--- config.mk ---
export PLATFORM = sky130hd
export DESIGN_NAME = fetch_sequencer
export DESIGN_NICKNAME = d
export VERILOG_FILES = /design/src/common/ifetch_pkg.sv /design/src/logic/fetch_sequencer.sv
export SDC_FILE = /design/constraint.sdc
export NUM_CORES = 1
export LEC_CHECK = 0
export BUFFER_PORTS_ARGS = -buffer_cell sky130_fd_sc_hd__buf_2
export CORE_MARGIN = 1
export CORE_UTILIZATION = 41
export DETAILED_ROUTE_END_ITERATION = 8
export PLACE_DENSITY = 0.75
export SLEW_MARGIN = 40
export SYNTH_ARGS = -nofsm -noshare
export SYNTH_HDL_FRONTEND = slang
export SYNTH_SLANG_ARGS = --single-unit
--- constraint.sdc ---
create_clock -name clk -period 3.43 [get_ports clk]
set_input_delay 0.343 -clock clk [delete_from_list [all_inputs] [get_ports clk]]
set_output_delay 0.343 -clock clk [all_outputs]
set_load 0.005 [all_outputs]
--- src/common/ifetch_pkg.sv ---
// Sv32 widths with 4 KB pages; physical addresses are cut to the fetch memory size, so upper bits alias
package ifetch_pkg;

    // data and virtual address width
    localparam int xlen = 32;

    // Sv32 address split
    localparam int page_offset_bits = 12;
    localparam int vpn_bits = 10;
    localparam int pte_size_bits = 2;

    // PTE fields, D A G U X W R V in the low byte
    localparam int pte_r_bit = 1;
    localparam int pte_x_bit = 3;
    localparam int pte_ppn0_lsb = 10;
    localparam int pte_ppn1_lsb = 20;

    // satp fields
    localparam int asid_bits = 9;
    localparam int satp_ppn_bits = 22;

    // fetch memory geometry
    localparam int mem_addr_bits = 12;
    localparam int mem_words = 2 ** mem_addr_bits;
    localparam int word_offset_bits = 2;

    // sequential fetch step
    localparam int inst_bytes = 4;

    // RISC-V privilege encodings
    typedef enum logic [1:0] {
        u_mode = 2'b00,
        s_mode = 2'b01,
        m_mode = 2'b11
    } priv_mode_e;

    typedef enum logic [2:0] {
        idle,
        walk_ready,
        walk_valid,
        if_ready,
        if_valid,
        if_end
    } walk_state_e;

    typedef struct packed {
        logic                     mode;
        logic [asid_bits-1:0]     asid;
        logic [satp_ppn_bits-1:0] ppn;
    } satp_t;

    typedef struct packed {
        logic            valid;
        logic [xlen-1:0] addr;
    } fetch_req_t;

    typedef struct packed {
        logic            valid;
        logic [xlen-1:0] addr;
        logic [xlen-1:0] inst;
    } fetch_resp_t;

    // load port, byte address
    typedef struct packed {
        logic            en;
        logic [xlen-1:0] addr;
        logic [xlen-1:0] data;
    } mem_wr_t;

    typedef struct packed {
        logic            valid;
        logic [xlen-1:0] pc;
        logic [xlen-1:0] inst;
    } fetch_out_t;

endpackage

--- src/logic/fetch_sequencer.sv ---
// one fetch in flight at a time; stays stopped after reset until the first redirect
module fetch_sequencer
    import ifetch_pkg::*;
(
    input  logic            clk,
    input  logic            arst_n,
    input  logic            redirect_valid,
    input  logic [xlen-1:0] redirect_pc,
    output fetch_req_t      ireq,
    input  logic            ireq_ready,
    input  fetch_resp_t     iresp,
    output logic            kill,
    output fetch_out_t      fetch_out
);

    logic running_q;
    // fetch accepted, response not yet seen
    logic busy_q;

    logic [xlen-1:0] pc_q;

    logic            out_valid_q;
    logic [xlen-1:0] out_pc_q;
    logic [xlen-1:0] out_inst_q;

    logic issue;
    logic deliver;

    assign kill = redirect_valid;

    // no new request in the redirect cycle, the old pc is dead
    assign ireq.valid = running_q && !busy_q && !redirect_valid;
    assign ireq.addr  = pc_q;

    assign issue   = ireq.valid && ireq_ready;
    assign deliver = iresp.valid && busy_q && !redirect_valid;

    always_ff @(posedge clk or negedge arst_n) begin
        if (!arst_n) begin
            running_q   <= 1'b0;
            busy_q      <= 1'b0;
            out_valid_q <= 1'b0;
        end else begin
            out_valid_q <= deliver;
            if (redirect_valid) begin
                running_q <= 1'b1;
                busy_q    <= 1'b0;
            end else if (issue) begin
                busy_q <= 1'b1;
            end else if (deliver) begin
                busy_q <= 1'b0;
            end
        end
    end

    always_ff @(posedge clk) begin
        if (redirect_valid) begin
            pc_q <= redirect_pc;
        end else if (deliver) begin
            pc_q <= pc_q + xlen'(inst_bytes);
        end
        if (deliver) begin
            out_pc_q   <= pc_q;
            out_inst_q <= iresp.inst;
        end
    end

    assign fetch_out.valid = out_valid_q;
    assign fetch_out.pc    = out_pc_q;
    assign fetch_out.inst  = out_inst_q;

    // walker and memory must not produce unsolicited responses
    a_iresp_expected: assert property (
        @(posedge clk) disable iff (!arst_n)
        iresp.valid && !kill |-> busy_q
    ) else $error("iresp with no fetch outstanding");

endmodule

; ---- Word level (Yosys, flattened, before mapping)
; Cells that the tools add are included.
[op_classes]
n_reduce_logical = 9
n_mux = 5
n_addsub = 1
[ops]
columns = op, n
row1 = 2-to-1 mux 32 bit, 2
row2 = adder 32 x 3 -> 32 bit (second input constant), 1
row3 = logical AND 1 bit, 5
row4 = 2-to-1 mux 1 bit, 3
row5 = nonzero test 3 bit, 1
row6 = zero test 1 bit, 2
row7 = nonzero test 2 bit, 1
[word_totals]
register_bits = 99
out_inout_bits = 99
inputBits = 101
wordCells = 21

; ---- Depth between registers and ports, before layout
[logic_depth]
depth_word = 6
depth_mapped = 6
depth_no_buf = 5

; ---- Worst setup path after synthesis
; No wires, ideal clock.
[synth_timing]
kind = input to register
start = input port redirect_valid
end = register out_inst_q[0] (enable)
arrival_ns = 3.461
path_slack_ns = -0.518
n_path_buf = 2
t_required_ns = 2.943
stages = 3
path_cell_list = clkbuf_1 > clkbuf_1 > nor2_1
[synth_between]
elab_chain_len = 2
[synth_rtl]
columns = item, line_no
row1 = "start, declared", fetch_sequencer.sv:7  ; input logic redirect_valid,
row2 = zero test 1 bit, fetch_sequencer.sv:36  ; assign deliver = iresp.valid && busy_q && !redirect_valid;
row3 = logical AND 1 bit, fetch_sequencer.sv:36
row4 = named net deliver, fetch_sequencer.sv:27  ; logic deliver;
row5 = "end signal, assigned", fetch_sequencer.sv:64  ; out_inst_q <= iresp.inst;
row6 = "end, declared", fetch_sequencer.sv:24  ; logic [xlen-1:0] out_inst_q;
; The timed path passes the listed nets, and every way through them passes these cells.
; A chain may end at the register's enable or synchronous reset.

; ---- Worst setup path in the final report
[layout_timing]
start = register pc_q[6]
end = register pc_q[27] (data pin)
[layout_between]
elab_chain_len = 3
[layout_rtl]
columns = item, line_no
row1 = "start, declared", fetch_sequencer.sv:20  ; logic [xlen-1:0] pc_q;
row2 = "start signal, assigned", fetch_sequencer.sv:58  ; pc_q <= redirect_pc;
row3 = "start signal, assigned", fetch_sequencer.sv:60  ; pc_q <= pc_q + xlen'(inst_bytes);
row4 = adder 32 x 3 -> 32 bit, fetch_sequencer.sv:60
row5 = 2-to-1 mux 32 bit, fetch_sequencer.sv:59  ; end else if (deliver) begin
row6 = 2-to-1 mux 32 bit, fetch_sequencer.sv:57  ; if (redirect_valid) begin
; Every way passes these cells. The select of a mux whose other input is x is not followed.

==> summary.md <==
| Metric | Value |
|---|---|
| WP data arrival | 2.43 ns |
| Hold Vio Cnt, Final | 0 |
| DR DRC count | 0 |
| Die height | 101 µm |
| Global Route Usage Sum | 17.3% |
| Flop2flop setup slack | 1.20 ns |
| Clock sinks | 99 |
| Post-CTS sizing | 0 |
| Vias in the first global route | 2702 |
| Register bit total from synthesis | 99 |
| CP max-delay cell | or4_1 |
| Yosys Warn Count | 0 |
| Pins over their slew limit | 0 |
| Post-DRT Antenna Nets | 0 |
| Pre-antenna DRT Iters | 4 |
| Worst slew margin | 58.6% |
| TritonCTS Buffers | 9 |
| Most common cell after layout, fill and taps aside | buf_2 |
| Max Cap Violations | 0 |
| Startpoint class of the critical path | flop |
| Crit-path max cell delay | 0.57 ns |
| Min Tclk post-route | 2.23 ns |
| Post-synth EDFFs | 96 |
| Worst-path clk slew | 0.11 ns |
| Period utilization | 64.9% |
| Nets | 538 |
| Diode count | 0 |
| PortBufs | 167 |
| H-tree depth | 3 |
| CTS max path bufs | 2 |
| DP HPWL | 6.31 mm |
| Crit-path max FO | 14 |
| Most frequent cells in the layout | buf_2, edfxtp_1, nand2_1 |
| Fin Hold WS | 0.152 ns |
| Clock Root Buffer | clkbuf_8 |
| P per Cell Area | 470 mW/mm² |
| R2R Path End | pc_q[27] |
| Overflow after GRT | 0 |
| Via count | 2959 |
| Share of layout cells above drive strength 1 | 43.5% |
| Synth-to-layout area growth | 28.4% |
| # rows | 35 |
| Worst Path Required | 3.63 ns |
| Post-Route WL | 9.00 mm |
| Crit path cell chain | and4_1 -> nand4_2 -> or4_1 -> a31oi_1 |
| Unique cell type count in the Yosys netlist | 33 |
| Chip width | 101 µm |
| DR WL/cell | 15.8 µm |
| Setup CP Type | reg -> reg |
| First-pass GRT wire length | 13.3 mm |
| Final setup fails | 0 |
| P_leak | 1.99 nW |
| Iteration-0 DRC Markers | 169 |
| Final Core Density | 55.1% |
| Buffer count from post-CTS setup fixing | 0 |
| Status | finished, final reports clean |
| Starting density of the core | 42.9% |
| Antenna violations before repair | 0 |
| Worst skew pair latency | 0.36 ns |
| Ys async rst share | 3.03% |
| Core ar. | 0.00933 mm² |
| Pwr Total | 2.41 mW |
| Gp weighted congestion | 0.753 |
| Worst IR Drop VDD | 0.000261 V |
| Total Neg Setup Slack | 0 ns |
| Filler cells | 789 |
| Post-Syn Instances | 269 |
| Hold Crit Start | iresp[14] |
| Reg2Reg Depth | 4 |
| Vias per cell | 5.19 |
| Clock skew | 0.0130 ns |
| F_max | 449 MHz |
| Die area | 0.0102 mm² |
| Worst Tran Pin Value | 0.621 ns |
| RSZ-0062 raised after global routing | no |
| HP Class | in -> reg |
| Syn avg cell area | 14.9 µm² |
| I/O pin count | 200 |
| Largest net degree at the start of global routing | 38 |
| Crit end category | flop |
| Cell Area, Synth | 0.00400 mm² |
| CTS tree | done |
| Syn nets | 371 |
| Seq/Total Area, Yosys | 74.0% |
| Most common flop cell mapped by yosys | edfxtp_1 |
| Worst Hold End | out_inst_q[14] |
| Hold path depth | 1 |
| Reg2reg start | pc_q[6] |
[metrics by stage]
step,setup WS (ns),instances,instance area (µm²)
2_1_floorplan,0.563,269,4000
3_3_place_gp,1.31,553,4940
3_5_place_dp,1.26,553,4940
4_1_cts,1.23,570,5130
5_1_grt,1.08,570,5130
6_report,1.20,570,5130
[kinds of logic after synthesis]
logic type,after synthesis,synth area share [%]
compound gates,46,7.54
mux,2,0.563
buf+inv,18,2.35
simple gates,93,13.1
fa+ha+maj,1,0.313
xor+xnor,10,2.19
flops,99,74.0
[routing by layer]
layer	global-route usage [%]	up-vias	wire (µm)
met5	0	-	0
li1	-	1399	-
met1	20.4	1421	3720
met3	4.02	10	574
met4	7.36	0	138
met2	30.4	129	4560
[worst max path at each step]
stage	from	to	slack, ns
2_1_floorplan	redirect_valid	out_inst_q[0]	0.56
3_3_place_gp	pc_q[5]	pc_q[31]	1.31
3_5_place_dp	pc_q[5]	pc_q[27]	1.26
4_1_cts	pc_q[5]	pc_q[27]	1.23
5_1_grt	pc_q[5]	pc_q[27]	1.08
6_report	pc_q[6]	pc_q[27]	1.20
[worst max-delay path: cells and delay by family, from the launching register on]
family / cells / cell delay (ns)
AOI/OAI and AO/OA: 1 / 0.19
and+or+nand+nor: 3 / 1.38
DFF: 1 / 0.50
[area by class of cell]
cell class	count	area, µm²	area share [%]
clock buffer	10	128	2.49
clock inverter	6	53.8	1.05
inverter	3	11.3	0.219
multi-input combinational	152	955	18.6
sequential	99	2960	57.6
tap	129	161	3.14
timing repair buffer	171	868	16.9
[power breakdown]
| part | total [mW] | switching (mW) | internal, mW |
|---|---|---|---|
| Sequential | 1.48 | 0.0656 | 1.41 |
| Combinational | 0.230 | 0.123 | 0.108 |
| Clock | 0.703 | 0.424 | 0.279 |
[cells in the mapped netlist, types with 3 or more instances]
cell      count  area (µm²)
and2_1        4        25.0
nand4_1       8        50.1
nand2_1      20        75.1
edfxtp_1     96        2880
or4_1        15         113
and3_1        5        31.3
dfrtp_1       3        75.1
o21ai_0      12        60.1
nand3_1      12        60.1
buf_2         3        15.0
o31ai_1      14         105
xor2_1        6        52.6
nor2_1       18        67.6
and4_1        4        35.0
xnor2_1       4        35.0
clkbuf_1      8        30.0
a31oi_1      16         100
[sequential cells by signal, summed over array words and instances, names as in the netlist]
register,flops
running_q,1
busy_q,1
out_pc_q,32
out_inst_q,32
out_valid_q,1
pc_q,32
[repair_timing]
action | CTS | global route
setup endpoints to repair | 0 | 0
hold buffers | 1 | 0
hold endpoints to repair | 3 | 0
Power figures use the tool's default switching activity.
