==> config.mk <==
export PLATFORM = sky130hd
export DESIGN_NAME = page_walker
export DESIGN_NICKNAME = d
export VERILOG_FILES = /design/src/common/ifetch_pkg.sv /design/src/page_walker/page_walker.sv
export SDC_FILE = /design/constraint.sdc
export NUM_CORES = 1
export LEC_CHECK = 0
export BUFFER_PORTS_ARGS = -buffer_cell sky130_fd_sc_hd__buf_2
export CAP_MARGIN = 25
export CORE_MARGIN = 4
export CORE_UTILIZATION = 40
export DETAILED_ROUTE_END_ITERATION = 6
export PLACE_DENSITY = 0.76
export SETUP_SLACK_MARGIN = 0.5
export SYNTH_ARGS = -nofsm -noshare
export SYNTH_HDL_FRONTEND = slang
export SYNTH_SLANG_ARGS = --single-unit
==> constraint.sdc <==
create_clock -name clk -period 2.4 [get_ports clk]
set_input_delay 0.48 -clock clk [delete_from_list [all_inputs] [get_ports clk]]
set_output_delay 0.48 -clock clk [all_outputs]
set_load 0.05 [all_outputs]
==> src/common/ifetch_pkg.sv <==
// Sv32 widths with 4 KB pages; physical addresses are cut to the fetch memory size, so upper bits alias
package ifetch_pkg;

    // data and virtual address width
    localparam int xlen = 32;

    // Sv32 address split
    localparam int page_offset_bits = 12;
    localparam int vpn_bits = 10;
    localparam int pte_size_bits = 2;

    // PTE fields, D A G U X W R V in the low byte
    localparam int pte_r_bit = 1;
    localparam int pte_x_bit = 3;
    localparam int pte_ppn0_lsb = 10;
    localparam int pte_ppn1_lsb = 20;

    // satp fields
    localparam int asid_bits = 9;
    localparam int satp_ppn_bits = 22;

    // fetch memory geometry
    localparam int mem_addr_bits = 12;
    localparam int mem_words = 2 ** mem_addr_bits;
    localparam int word_offset_bits = 2;

    // sequential fetch step
    localparam int inst_bytes = 4;

    // RISC-V privilege encodings
    typedef enum logic [1:0] {
        u_mode = 2'b00,
        s_mode = 2'b01,
        m_mode = 2'b11
    } priv_mode_e;

    typedef enum logic [2:0] {
        idle,
        walk_ready,
        walk_valid,
        if_ready,
        if_valid,
        if_end
    } walk_state_e;

    typedef struct packed {
        logic                     mode;
        logic [asid_bits-1:0]     asid;
        logic [satp_ppn_bits-1:0] ppn;
    } satp_t;

    typedef struct packed {
        logic            valid;
        logic [xlen-1:0] addr;
    } fetch_req_t;

    typedef struct packed {
        logic            valid;
        logic [xlen-1:0] addr;
        logic [xlen-1:0] inst;
    } fetch_resp_t;

    // load port, byte address
    typedef struct packed {
        logic            en;
        logic [xlen-1:0] addr;
        logic [xlen-1:0] data;
    } mem_wr_t;

    typedef struct packed {
        logic            valid;
        logic [xlen-1:0] pc;
        logic [xlen-1:0] inst;
    } fetch_out_t;

endpackage

==> src/page_walker/page_walker.sv <==
// no TLB and no page faults; every translated fetch walks from the root and V/U/A/D bits are not checked
module page_walker
    import ifetch_pkg::*;
(
    input  logic        clk,
    input  logic        arst_n,
    input  fetch_req_t  ireq,
    output logic        ireq_ready,
    output fetch_resp_t iresp,
    output fetch_req_t  memreq,
    input  logic        memreq_ready,
    input  fetch_resp_t memresp,
    input  priv_mode_e  csr_mode,
    input  satp_t       csr_satp,
    input  logic        kill
);

    walk_state_e state;

    // current page table level, counts down from 1
    logic [1:0] level;
    logic       resp_valid_q;

    // latched virtual address, next memory address, fetched word
    logic [xlen-1:0] req_addr;
    logic [xlen-1:0] next_addr;
    logic [xlen-1:0] result_inst;

    logic sv32_en;
    logic advance;
    logic pte_leaf;
    logic walk_done;

    logic [vpn_bits-1:0]         vpn1_in;
    logic [vpn_bits-1:0]         vpn0;
    logic [page_offset_bits-1:0] page_off;

    // full 34-bit Sv32 physical addresses before the cut
    logic [xlen+1:0] root_pte_pa;
    logic [xlen+1:0] l0_pte_pa;
    logic [xlen+1:0] leaf_pa;

    fetch_req_t  sv32_req;
    fetch_resp_t sv32_resp;

    assign sv32_en = (csr_mode != m_mode) && csr_satp.mode;
    assign advance = sv32_en && !kill;

    // vpn1 comes straight from ireq while idle
    assign vpn1_in  = ireq.addr[xlen-1 -: vpn_bits];
    assign vpn0     = req_addr[page_offset_bits +: vpn_bits];
    assign page_off = req_addr[page_offset_bits-1:0];

    assign pte_leaf  = memresp.inst[pte_r_bit] || memresp.inst[pte_x_bit];
    assign walk_done = (level == 2'b11) || pte_leaf;

    assign root_pte_pa = {csr_satp.ppn, vpn1_in, {pte_size_bits{1'b0}}};
    assign l0_pte_pa   = {memresp.inst[xlen-1:pte_ppn0_lsb], vpn0, {pte_size_bits{1'b0}}};

    always_comb begin
        case (level)
            // megapage
            2'b01: leaf_pa = {memresp.inst[xlen-1:pte_ppn1_lsb], vpn0, page_off};
            2'b00: leaf_pa = {memresp.inst[xlen-1:pte_ppn1_lsb],
                              memresp.inst[pte_ppn1_lsb-1:pte_ppn0_lsb], page_off};
            // walked past level 0, undefined, fetch from 0
            default: leaf_pa = '0;
        endcase
    end

    assign sv32_req.valid  = (state == walk_ready) || (state == if_ready);
    assign sv32_req.addr   = next_addr;
    assign sv32_resp.valid = resp_valid_q;
    assign sv32_resp.addr  = req_addr;
    assign sv32_resp.inst  = result_inst;

    // bare mode is pure wiring between fetch side and memory
    assign ireq_ready = sv32_en ? (state == idle) : memreq_ready;
    assign memreq     = sv32_en ? sv32_req : ireq;
    assign iresp      = sv32_en ? sv32_resp : memresp;

    always_ff @(posedge clk or negedge arst_n) begin
        if (!arst_n) begin
            state        <= idle;
            level        <= 2'b01;
            resp_valid_q <= 1'b0;
        end else if (kill) begin
            state        <= idle;
            resp_valid_q <= 1'b0;
        end else begin
            // response leaves from a flop the cycle after if_end
            resp_valid_q <= sv32_en && (state == if_end);
            if (sv32_en) begin
                case (state)
                    idle: begin
                        if (ireq.valid) begin
                            state <= walk_ready;
                            level <= 2'b01;
                        end
                    end
                    walk_ready: begin
                        if (sv32_req.valid && memreq_ready) begin
                            state <= walk_valid;
                        end
                    end
                    walk_valid: begin
                        if (memresp.valid) begin
                            if (walk_done) begin
                                state <= if_ready;
                            end else begin
                                level <= level - 2'd1;
                                state <= walk_ready;
                            end
                        end
                    end
                    if_ready: begin
                        if (sv32_req.valid && memreq_ready) begin
                            state <= if_valid;
                        end
                    end
                    if_valid: begin
                        if (memresp.valid) begin
                            state <= if_end;
                        end
                    end
                    default: begin
                        state <= idle;
                    end
                endcase
            end
        end
    end

    always_ff @(posedge clk) begin
        if (advance && state == idle && ireq.valid) begin
            req_addr  <= ireq.addr;
            next_addr <= root_pte_pa[xlen-1:0];
        end
        if (advance && state == walk_valid && memresp.valid) begin
            next_addr <= walk_done ? leaf_pa[xlen-1:0] : l0_pte_pa[xlen-1:0];
        end
        if (advance && state == if_valid && memresp.valid) begin
            result_inst <= memresp.inst;
        end
    end

    // a pending memory request is held until the memory takes it
    a_memreq_hold: assert property (
        @(posedge clk) disable iff (!arst_n)
        memreq.valid && !memreq_ready && !kill |=> memreq.valid
    ) else $error("memreq dropped before acceptance");

    a_level_range: assert property (
        @(posedge clk) disable iff (!arst_n)
        state == walk_valid |-> level != 2'b10
    ) else $error("walker level reached 2'b10");

    a_iresp_strobe: assert property (
        @(posedge clk) disable iff (!arst_n)
        sv32_en && iresp.valid |=> !iresp.valid
    ) else $error("translated iresp held for two cycles");

endmodule

# [Yosys cells after proc, flatten, opt, wreduce, memory -nomap -nowiden]
# Cells that the tools add are included.
[totals] ram_bits=0 register_bits=102 n_memories=0 latch_bits=0 output_inout_bits=99 in_bits=136 romBits=0
[op_classes] add_sub_neg=1 mux=21 mul=0 shift=0 reduce_logical=21 order_cmp=0 eq_ne=16 n_div=0 bitwise=1
[op_table] cell="32-bit two-way mux" n=3
[op_table] cell="65-bit two-way mux" n=1
[op_table] cell="32-bit one-hot mux with 2 select lines" n=1
[op_table] cell="33-bit two-way mux" n=1
[op_table] cell="3-bit two-way mux" n=7
[op_table] cell="3-bit one-hot mux with 5 select lines" n=1
[op_table] cell="6-bit AND reduction" n=2
[op_table] cell="1-bit logical AND" n=10
[op_table] cell="3-bit != test (second input constant)" n=3
[op_table] cell="2-bit two-way mux" n=4
[op_table] cell="2-bit != test (second input constant)" n=4
[op_table] cell="3-bit by 2-bit == test with 1-bit output (second input constant)" n=2
[op_table] cell="3-bit == test (second input constant)" n=2
[op_table] cell="3-bit by 2-bit != test with 1-bit output (second input constant)" n=2
[op_table] cell="2-bit nonzero test" n=3
[op_table] cell="2-bit one-hot mux with 2 select lines" n=1
[op_table] cell="3-bit by 1-bit == test with 1-bit output (second input constant)" n=1
[op_table] cell="3-bit logical NOT" n=1
[op_table] cell="1-bit logical OR" n=3
[op_table] cell="2-bit by 1-bit == test with 1-bit output (second input constant)" n=1
[op_table] cell="2-bit == test (second input constant)" n=1
[op_table] cell="2-bit logical NOT" n=1
[op_table] cell="1-bit two-way mux" n=2
[op_table] cell="2-bit by 1-bit subtractor with 2-bit output (second input constant)" n=1
[op_table] cell="other kinds (2)" n=2

# [Longest topological paths before layout]
[logic_depth] ltp_word=7 mapped_depth=6 mapped_depth_nobuf=5

# [Worst setup path after synthesis]
# No wires, ideal clock.
[synth_path] kind="input to output" from="in csr_satp[31] in the netlist's numbering" to="out memreq[32] in the netlist's numbering" arrival_ns=2.111 slack_ns=-0.191 cell_stages=4 required_time_ns=1.920 cell_sequence="a21bo_2 buf_2 buf_2 o21ai_0"
[synth_lines] element="start, declared" line_no="page_walker.sv:14" rtl="input satp_t csr_satp,"
[synth_lines] element="end, declared" line_no="page_walker.sv:10" rtl="output fetch_req_t memreq,"

==> Flow_metrics.wiki <==
{| class="wikitable"
! Metric !! Value
|-
| RSZ-0062 raised after global routing || true
|-
| Post-synthesis cell type with the largest combined area || sky130_fd_sc_hd__edfxtp_1
|-
| Largest delay contributor family on the critical path || buffers and inverters
|-
| Sum of internal, switching and leakage power || 0.00542 W
|-
| Layout overhead on the synthesized area || 56.9%
|-
| First-pass GRT wire length || 26,200 um
|-
| Async set-reset flop share out of synthesis || 5.88%
|-
| Peak supply drop || 0.384 mV
|-
| Post-route fraction of the period consumed by the critical path || 81.5%
|-
| Leakage Power || 3.72 nW
|-
| CP bufs+invs || 4
|-
| Global route overflow || 0
|-
| TNS Setup || 0 ps
|-
| Relative slew margins || 71.0%
|-
| Iteration-0 DRC count of the detailed router || 402
|-
| Worst Setup Start Kind || primary input
|-
| Register area share after synthesis || 56.2%
|-
| Max capacitance violation total || 0
|-
| Maximum fanout along the worst path || 23
|-
| Net count of the mapped netlist || 747
|-
| Clock network fraction of design power || 30.3%
|-
| Switching power || 0.00177 W
|-
| Internal Dissipation || 0.00365 W
|-
| Via total after detailed routing || 5,528
|-
| Register bit count reported by yosys || 102
|-
| Status || completed
|-
| Reg2reg path depth || 5
|-
| Total CTS buffers || 9
|-
| Top post-synthesis cells by area || sky130_fd_sc_hd__edfxtp_1, sky130_fd_sc_hd__nand2_1, sky130_fd_sc_hd__a31oi_1, sky130_fd_sc_hd__buf_2, sky130_fd_sc_hd__dfrtp_1
|-
| Arrival time worst endpoint || 1470 ps
|-
| Via density per instance || 5.42
|-
| Detail Placement HPWL || 12,900 um
|-
| Proportion of power drawn by combinational gates || 32.3%
|-
| First drt pass iteration count || 7
|-
| Area of the placeable core || 13,200 sq um
|-
| Vias in the first global route || 4,982
|-
| Post-synthesis adder-cell area fraction || 0.695%
|-
| Final setup violation count || 0
|-
| Max Freq || 512 MHz
|-
| Pins Over Slew Limit || 0
|-
| Slowest cell delay on critical path || 190 ps
|-
| Setup Slack @ Placement || 301 ps
|-
| Number of antenna violations at the first check in global routing || 0
|-
| Critical path type || primary input to primary output
|-
| Initial standard-cell utilization of the core || 40.8%
|-
| Hold Crit Start || ireq[5]
|-
| Count of unresolved DRC violations after routing || 0
|-
| Slowest cell on the critical path || sky130_fd_sc_hd__buf_12
|-
| Number of instances in the synthesized netlist || 608
|-
| Share of Yosys cell area claimed by the top area cell type || 53.4%
|-
| Number of placement rows || 42
|-
| Class of the most critical hold timing path || primary input to flop
|-
| Crit. End Element || primary output
|-
| H-tree Lvls || 3
|-
| I/O pins || 235
|-
| Required time of the critical path || 1920 ps
|-
| Minimum clock period || 1950 ps
|-
| Reg-to-Reg Start || state[1]$_DFFE_PN0P_
|-
| Ratio of cells with drive above 1 in the final layout || 48.3%
|-
| Largest buffer count on any clock path || 2
|-
| Sw Share || 32.6%
|-
| Most frequently used flop master after synthesis || sky130_fd_sc_hd__edfxtp_1
|-
| Maximum clock skew at final layout || 7.53 ps
|-
| Library cell used as clock root buffer || sky130_fd_sc_hd__clkbuf_16
|-
| Avg Cell Area, Syn || 8.88 sq um
|-
| Layout net count || 978
|-
| Proportion of power drawn by flip-flops and latches || 37.4%
|-
| Power density over the cells || 640 nW/um^2
|-
| Number of fill cells || 1,044
|-
| Clock input transition at the sequential cells of the worst setup and hold paths || 70 ps
|-
| Clock tree sinks || 102
|-
| Post-route setup slack || 445 ps
|-
| X dimension of the die || 124 um
|-
| Minimum setup slack among reg-to-reg paths || 620 ps
|-
| Main combinational cell family by area after synthesis || simple AND/OR/NAND/NOR gates
|-
| Post-synthesis share of cell area spent on and, or, nand and nor gates || 27.0%
|-
| Number of enable flip-flop cells after synthesis || 96
|-
| Average wire length per cell after detail routing || 19.9 um
|-
| Chain of cells forming the critical path || buf_6 -> a21boi_4 -> buf_12 -> buf_12 -> nand2_1 -> nand2_2 -> buf_6
|-
| Sum of routed wire length over all layers || 20,300 um
|-
| Xor/xnor cell area share of the yosys netlist || 0%
|-
| All-Layer GR Usage || 22.6%
|-
| Slew of the pin with the lowest slew margin || 434 ps
|-
| Clock tree from TritonCTS || yes
|-
| Final GP Congestion || 0.831
|-
| IO Port Bufs || 223
|-
| Final ANT Viol Nets || 0
|-
| Number of unique standard cell types used by synthesis || 46
|-
| Min-Delay Path Depth || 1
|-
| Area enclosed by the die boundary || 15,400 sq um
|-
| Latest clock arrival within the worst-skew pair || 350 ps
|-
| Die span in y || 124 um
|-
| Critical register-to-register path endpoint || next_addr[14]$_DFFE_PP_
|-
| Count of warnings emitted by yosys || 0
|-
| Synth Area in Compound Gates || 11.2%
|-
| Cell area after synthesis || 5400 sq um
|-
| Total count of hold-check failures in the final report || 0
|-
| Ant. Diodes || 0
|-
| Multiplexer share of the synthesized area || 0.371%
|-
| Maximum number of pins on one net before global-route repair || 59
|-
| Destination of the worst hold path || req_addr[5]$_DFFE_PP_
|}
==> synthesized netlist by cell type, types with 3 or more instances <==
master / n
sky130_fd_sc_hd__inv_1: 4
sky130_fd_sc_hd__a31oi_1: 41
sky130_fd_sc_hd__dfrtp_1: 5
sky130_fd_sc_hd__and4_1: 3
sky130_fd_sc_hd__buf_2: 29
sky130_fd_sc_hd__nand3_1: 12
sky130_fd_sc_hd__o31ai_1: 10
sky130_fd_sc_hd__ha_1: 3
sky130_fd_sc_hd__edfxtp_1: 96
sky130_fd_sc_hd__o21ai_1: 10
sky130_fd_sc_hd__nand2_1: 314
sky130_fd_sc_hd__clkbuf_1: 16
sky130_fd_sc_hd__o21ai_0: 24
==> worst reg2reg max path, stage by stage, from the launching register on <==
cell                       delay (ps)
sky130_fd_sc_hd__dfrtp_2          450
sky130_fd_sc_hd__buf_4            170
sky130_fd_sc_hd__and4bb_2         450
sky130_fd_sc_hd__buf_4            240
sky130_fd_sc_hd__a31oi_1          100
sky130_fd_sc_hd__a31oi_1          200
==> flip-flops by register name, indices dropped and copies added, names as in the netlist <==
register      count
level             2
next_addr        32
req_addr         32
resp_valid_q      1
result_inst      32
state             3
==> final cells by class <==
type                       count  area, sq um  area share [%]
sequential                   102         3040            35.9
multi-input combinational    455         2460            29.1
tap                          176          220            2.60
timing repair buffer         267         2400            28.3
inverter                       4         15.0           0.177
clock buffer                  11          233            2.75
clock inverter                 5         97.6            1.15
==> layer usage <==
metal	share of wire, %	track usage [%]	wire (um)
met5	0	0	0
met4	2.5	10.7	513
met3	9.5	5.63	1940
met2	50	37.2	10200
met1	38	28.0	7730
==> stage by stage <==
step           instances  area (sq um)  utilization (%)  hold slack [ps]
2_1_floorplan        608          5650                -              184
3_3_place_gp         976          7030             53.1              314
3_5_place_dp         976          7030             53.1              312
4_1_cts             1000          7730             58.4              306
5_1_grt             1020          8470             63.9              306
6_report            1020          8470             63.9              319
==> power groups by stage <==
stage	sequential (W)	combinational, W	clock (W)
finish	0.00203	0.00175	0.00164
global route	0.00203	0.00185	0.00174
CTS	0.00203	0.00151	0.00167
detailed placement	0.00206	0.00139	0
global placement	0.00206	0.00137	0
floorplan	0.00205	0.000974	0
==> cells in the final DEF (no fill, tap or decap), types with 3 or more instances in the layout <==
master	instances
sky130_fd_sc_hd__a31oi_1	41
sky130_fd_sc_hd__buf_12	15
sky130_fd_sc_hd__buf_16	3
sky130_fd_sc_hd__buf_2	121
sky130_fd_sc_hd__buf_4	29
sky130_fd_sc_hd__buf_6	90
sky130_fd_sc_hd__buf_8	3
sky130_fd_sc_hd__bufinv_16	3
sky130_fd_sc_hd__clkbuf_16	14
sky130_fd_sc_hd__dfrtp_2	3
sky130_fd_sc_hd__edfxtp_1	96
sky130_fd_sc_hd__inv_1	4
sky130_fd_sc_hd__nand2_1	208
sky130_fd_sc_hd__nand2_2	103
sky130_fd_sc_hd__nand2_4	3
sky130_fd_sc_hd__nand3_1	11
sky130_fd_sc_hd__o21ai_0	22
sky130_fd_sc_hd__o21ai_1	10
sky130_fd_sc_hd__o31ai_1	10
sky130_fd_sc_hd__or2_4	3
==> cell families after synthesis <==
kind of cell | count (synthesis)
flip-flops | 102
adder cells (fa/ha/maj) | 3
AO/OA/AOI/OAI | 96
AND/OR/NAND/NOR | 353
multiplexers | 2
buffers and inverters | 52
==> how the worst max path moves through the flow <==
| stage | startpoint | end | slack, ps | cells past startpoint |
|---|---|---|---|---|
| 3_3_place_gp | csr_satp[31] | iresp[63] | 310 | 6 |
| 3_5_place_dp | csr_satp[31] | iresp[63] | 300 | 6 |
| 4_1_cts | csr_mode[1] | memreq[26] | 400 | 7 |
| 5_1_grt | csr_mode[1] | memreq[30] | 410 | 7 |
| 2_1_floorplan | state[0]$_DFFE_PN0P_ | next_addr[0]$_SDFFCE_PN0P_ | 40 | 3 |
| 6_report | csr_mode[1] | memreq[17] | 450 | 7 |
==> repair_timing <==
| item | in CTS | in global routing |
|---|---|---|
| gates cloned | 1 | 12 |
| hold endpoints to repair | 5 | 0 |
| hold buffers | 1 | 0 |
| buffers inserted | 6 | 8 |
| resized for setup | 101 | 145 |
| pin swaps | 1 | 5 |
| setup endpoints to repair | 121 | 124 |
Note: power is estimated with default switching activity, not from simulation.
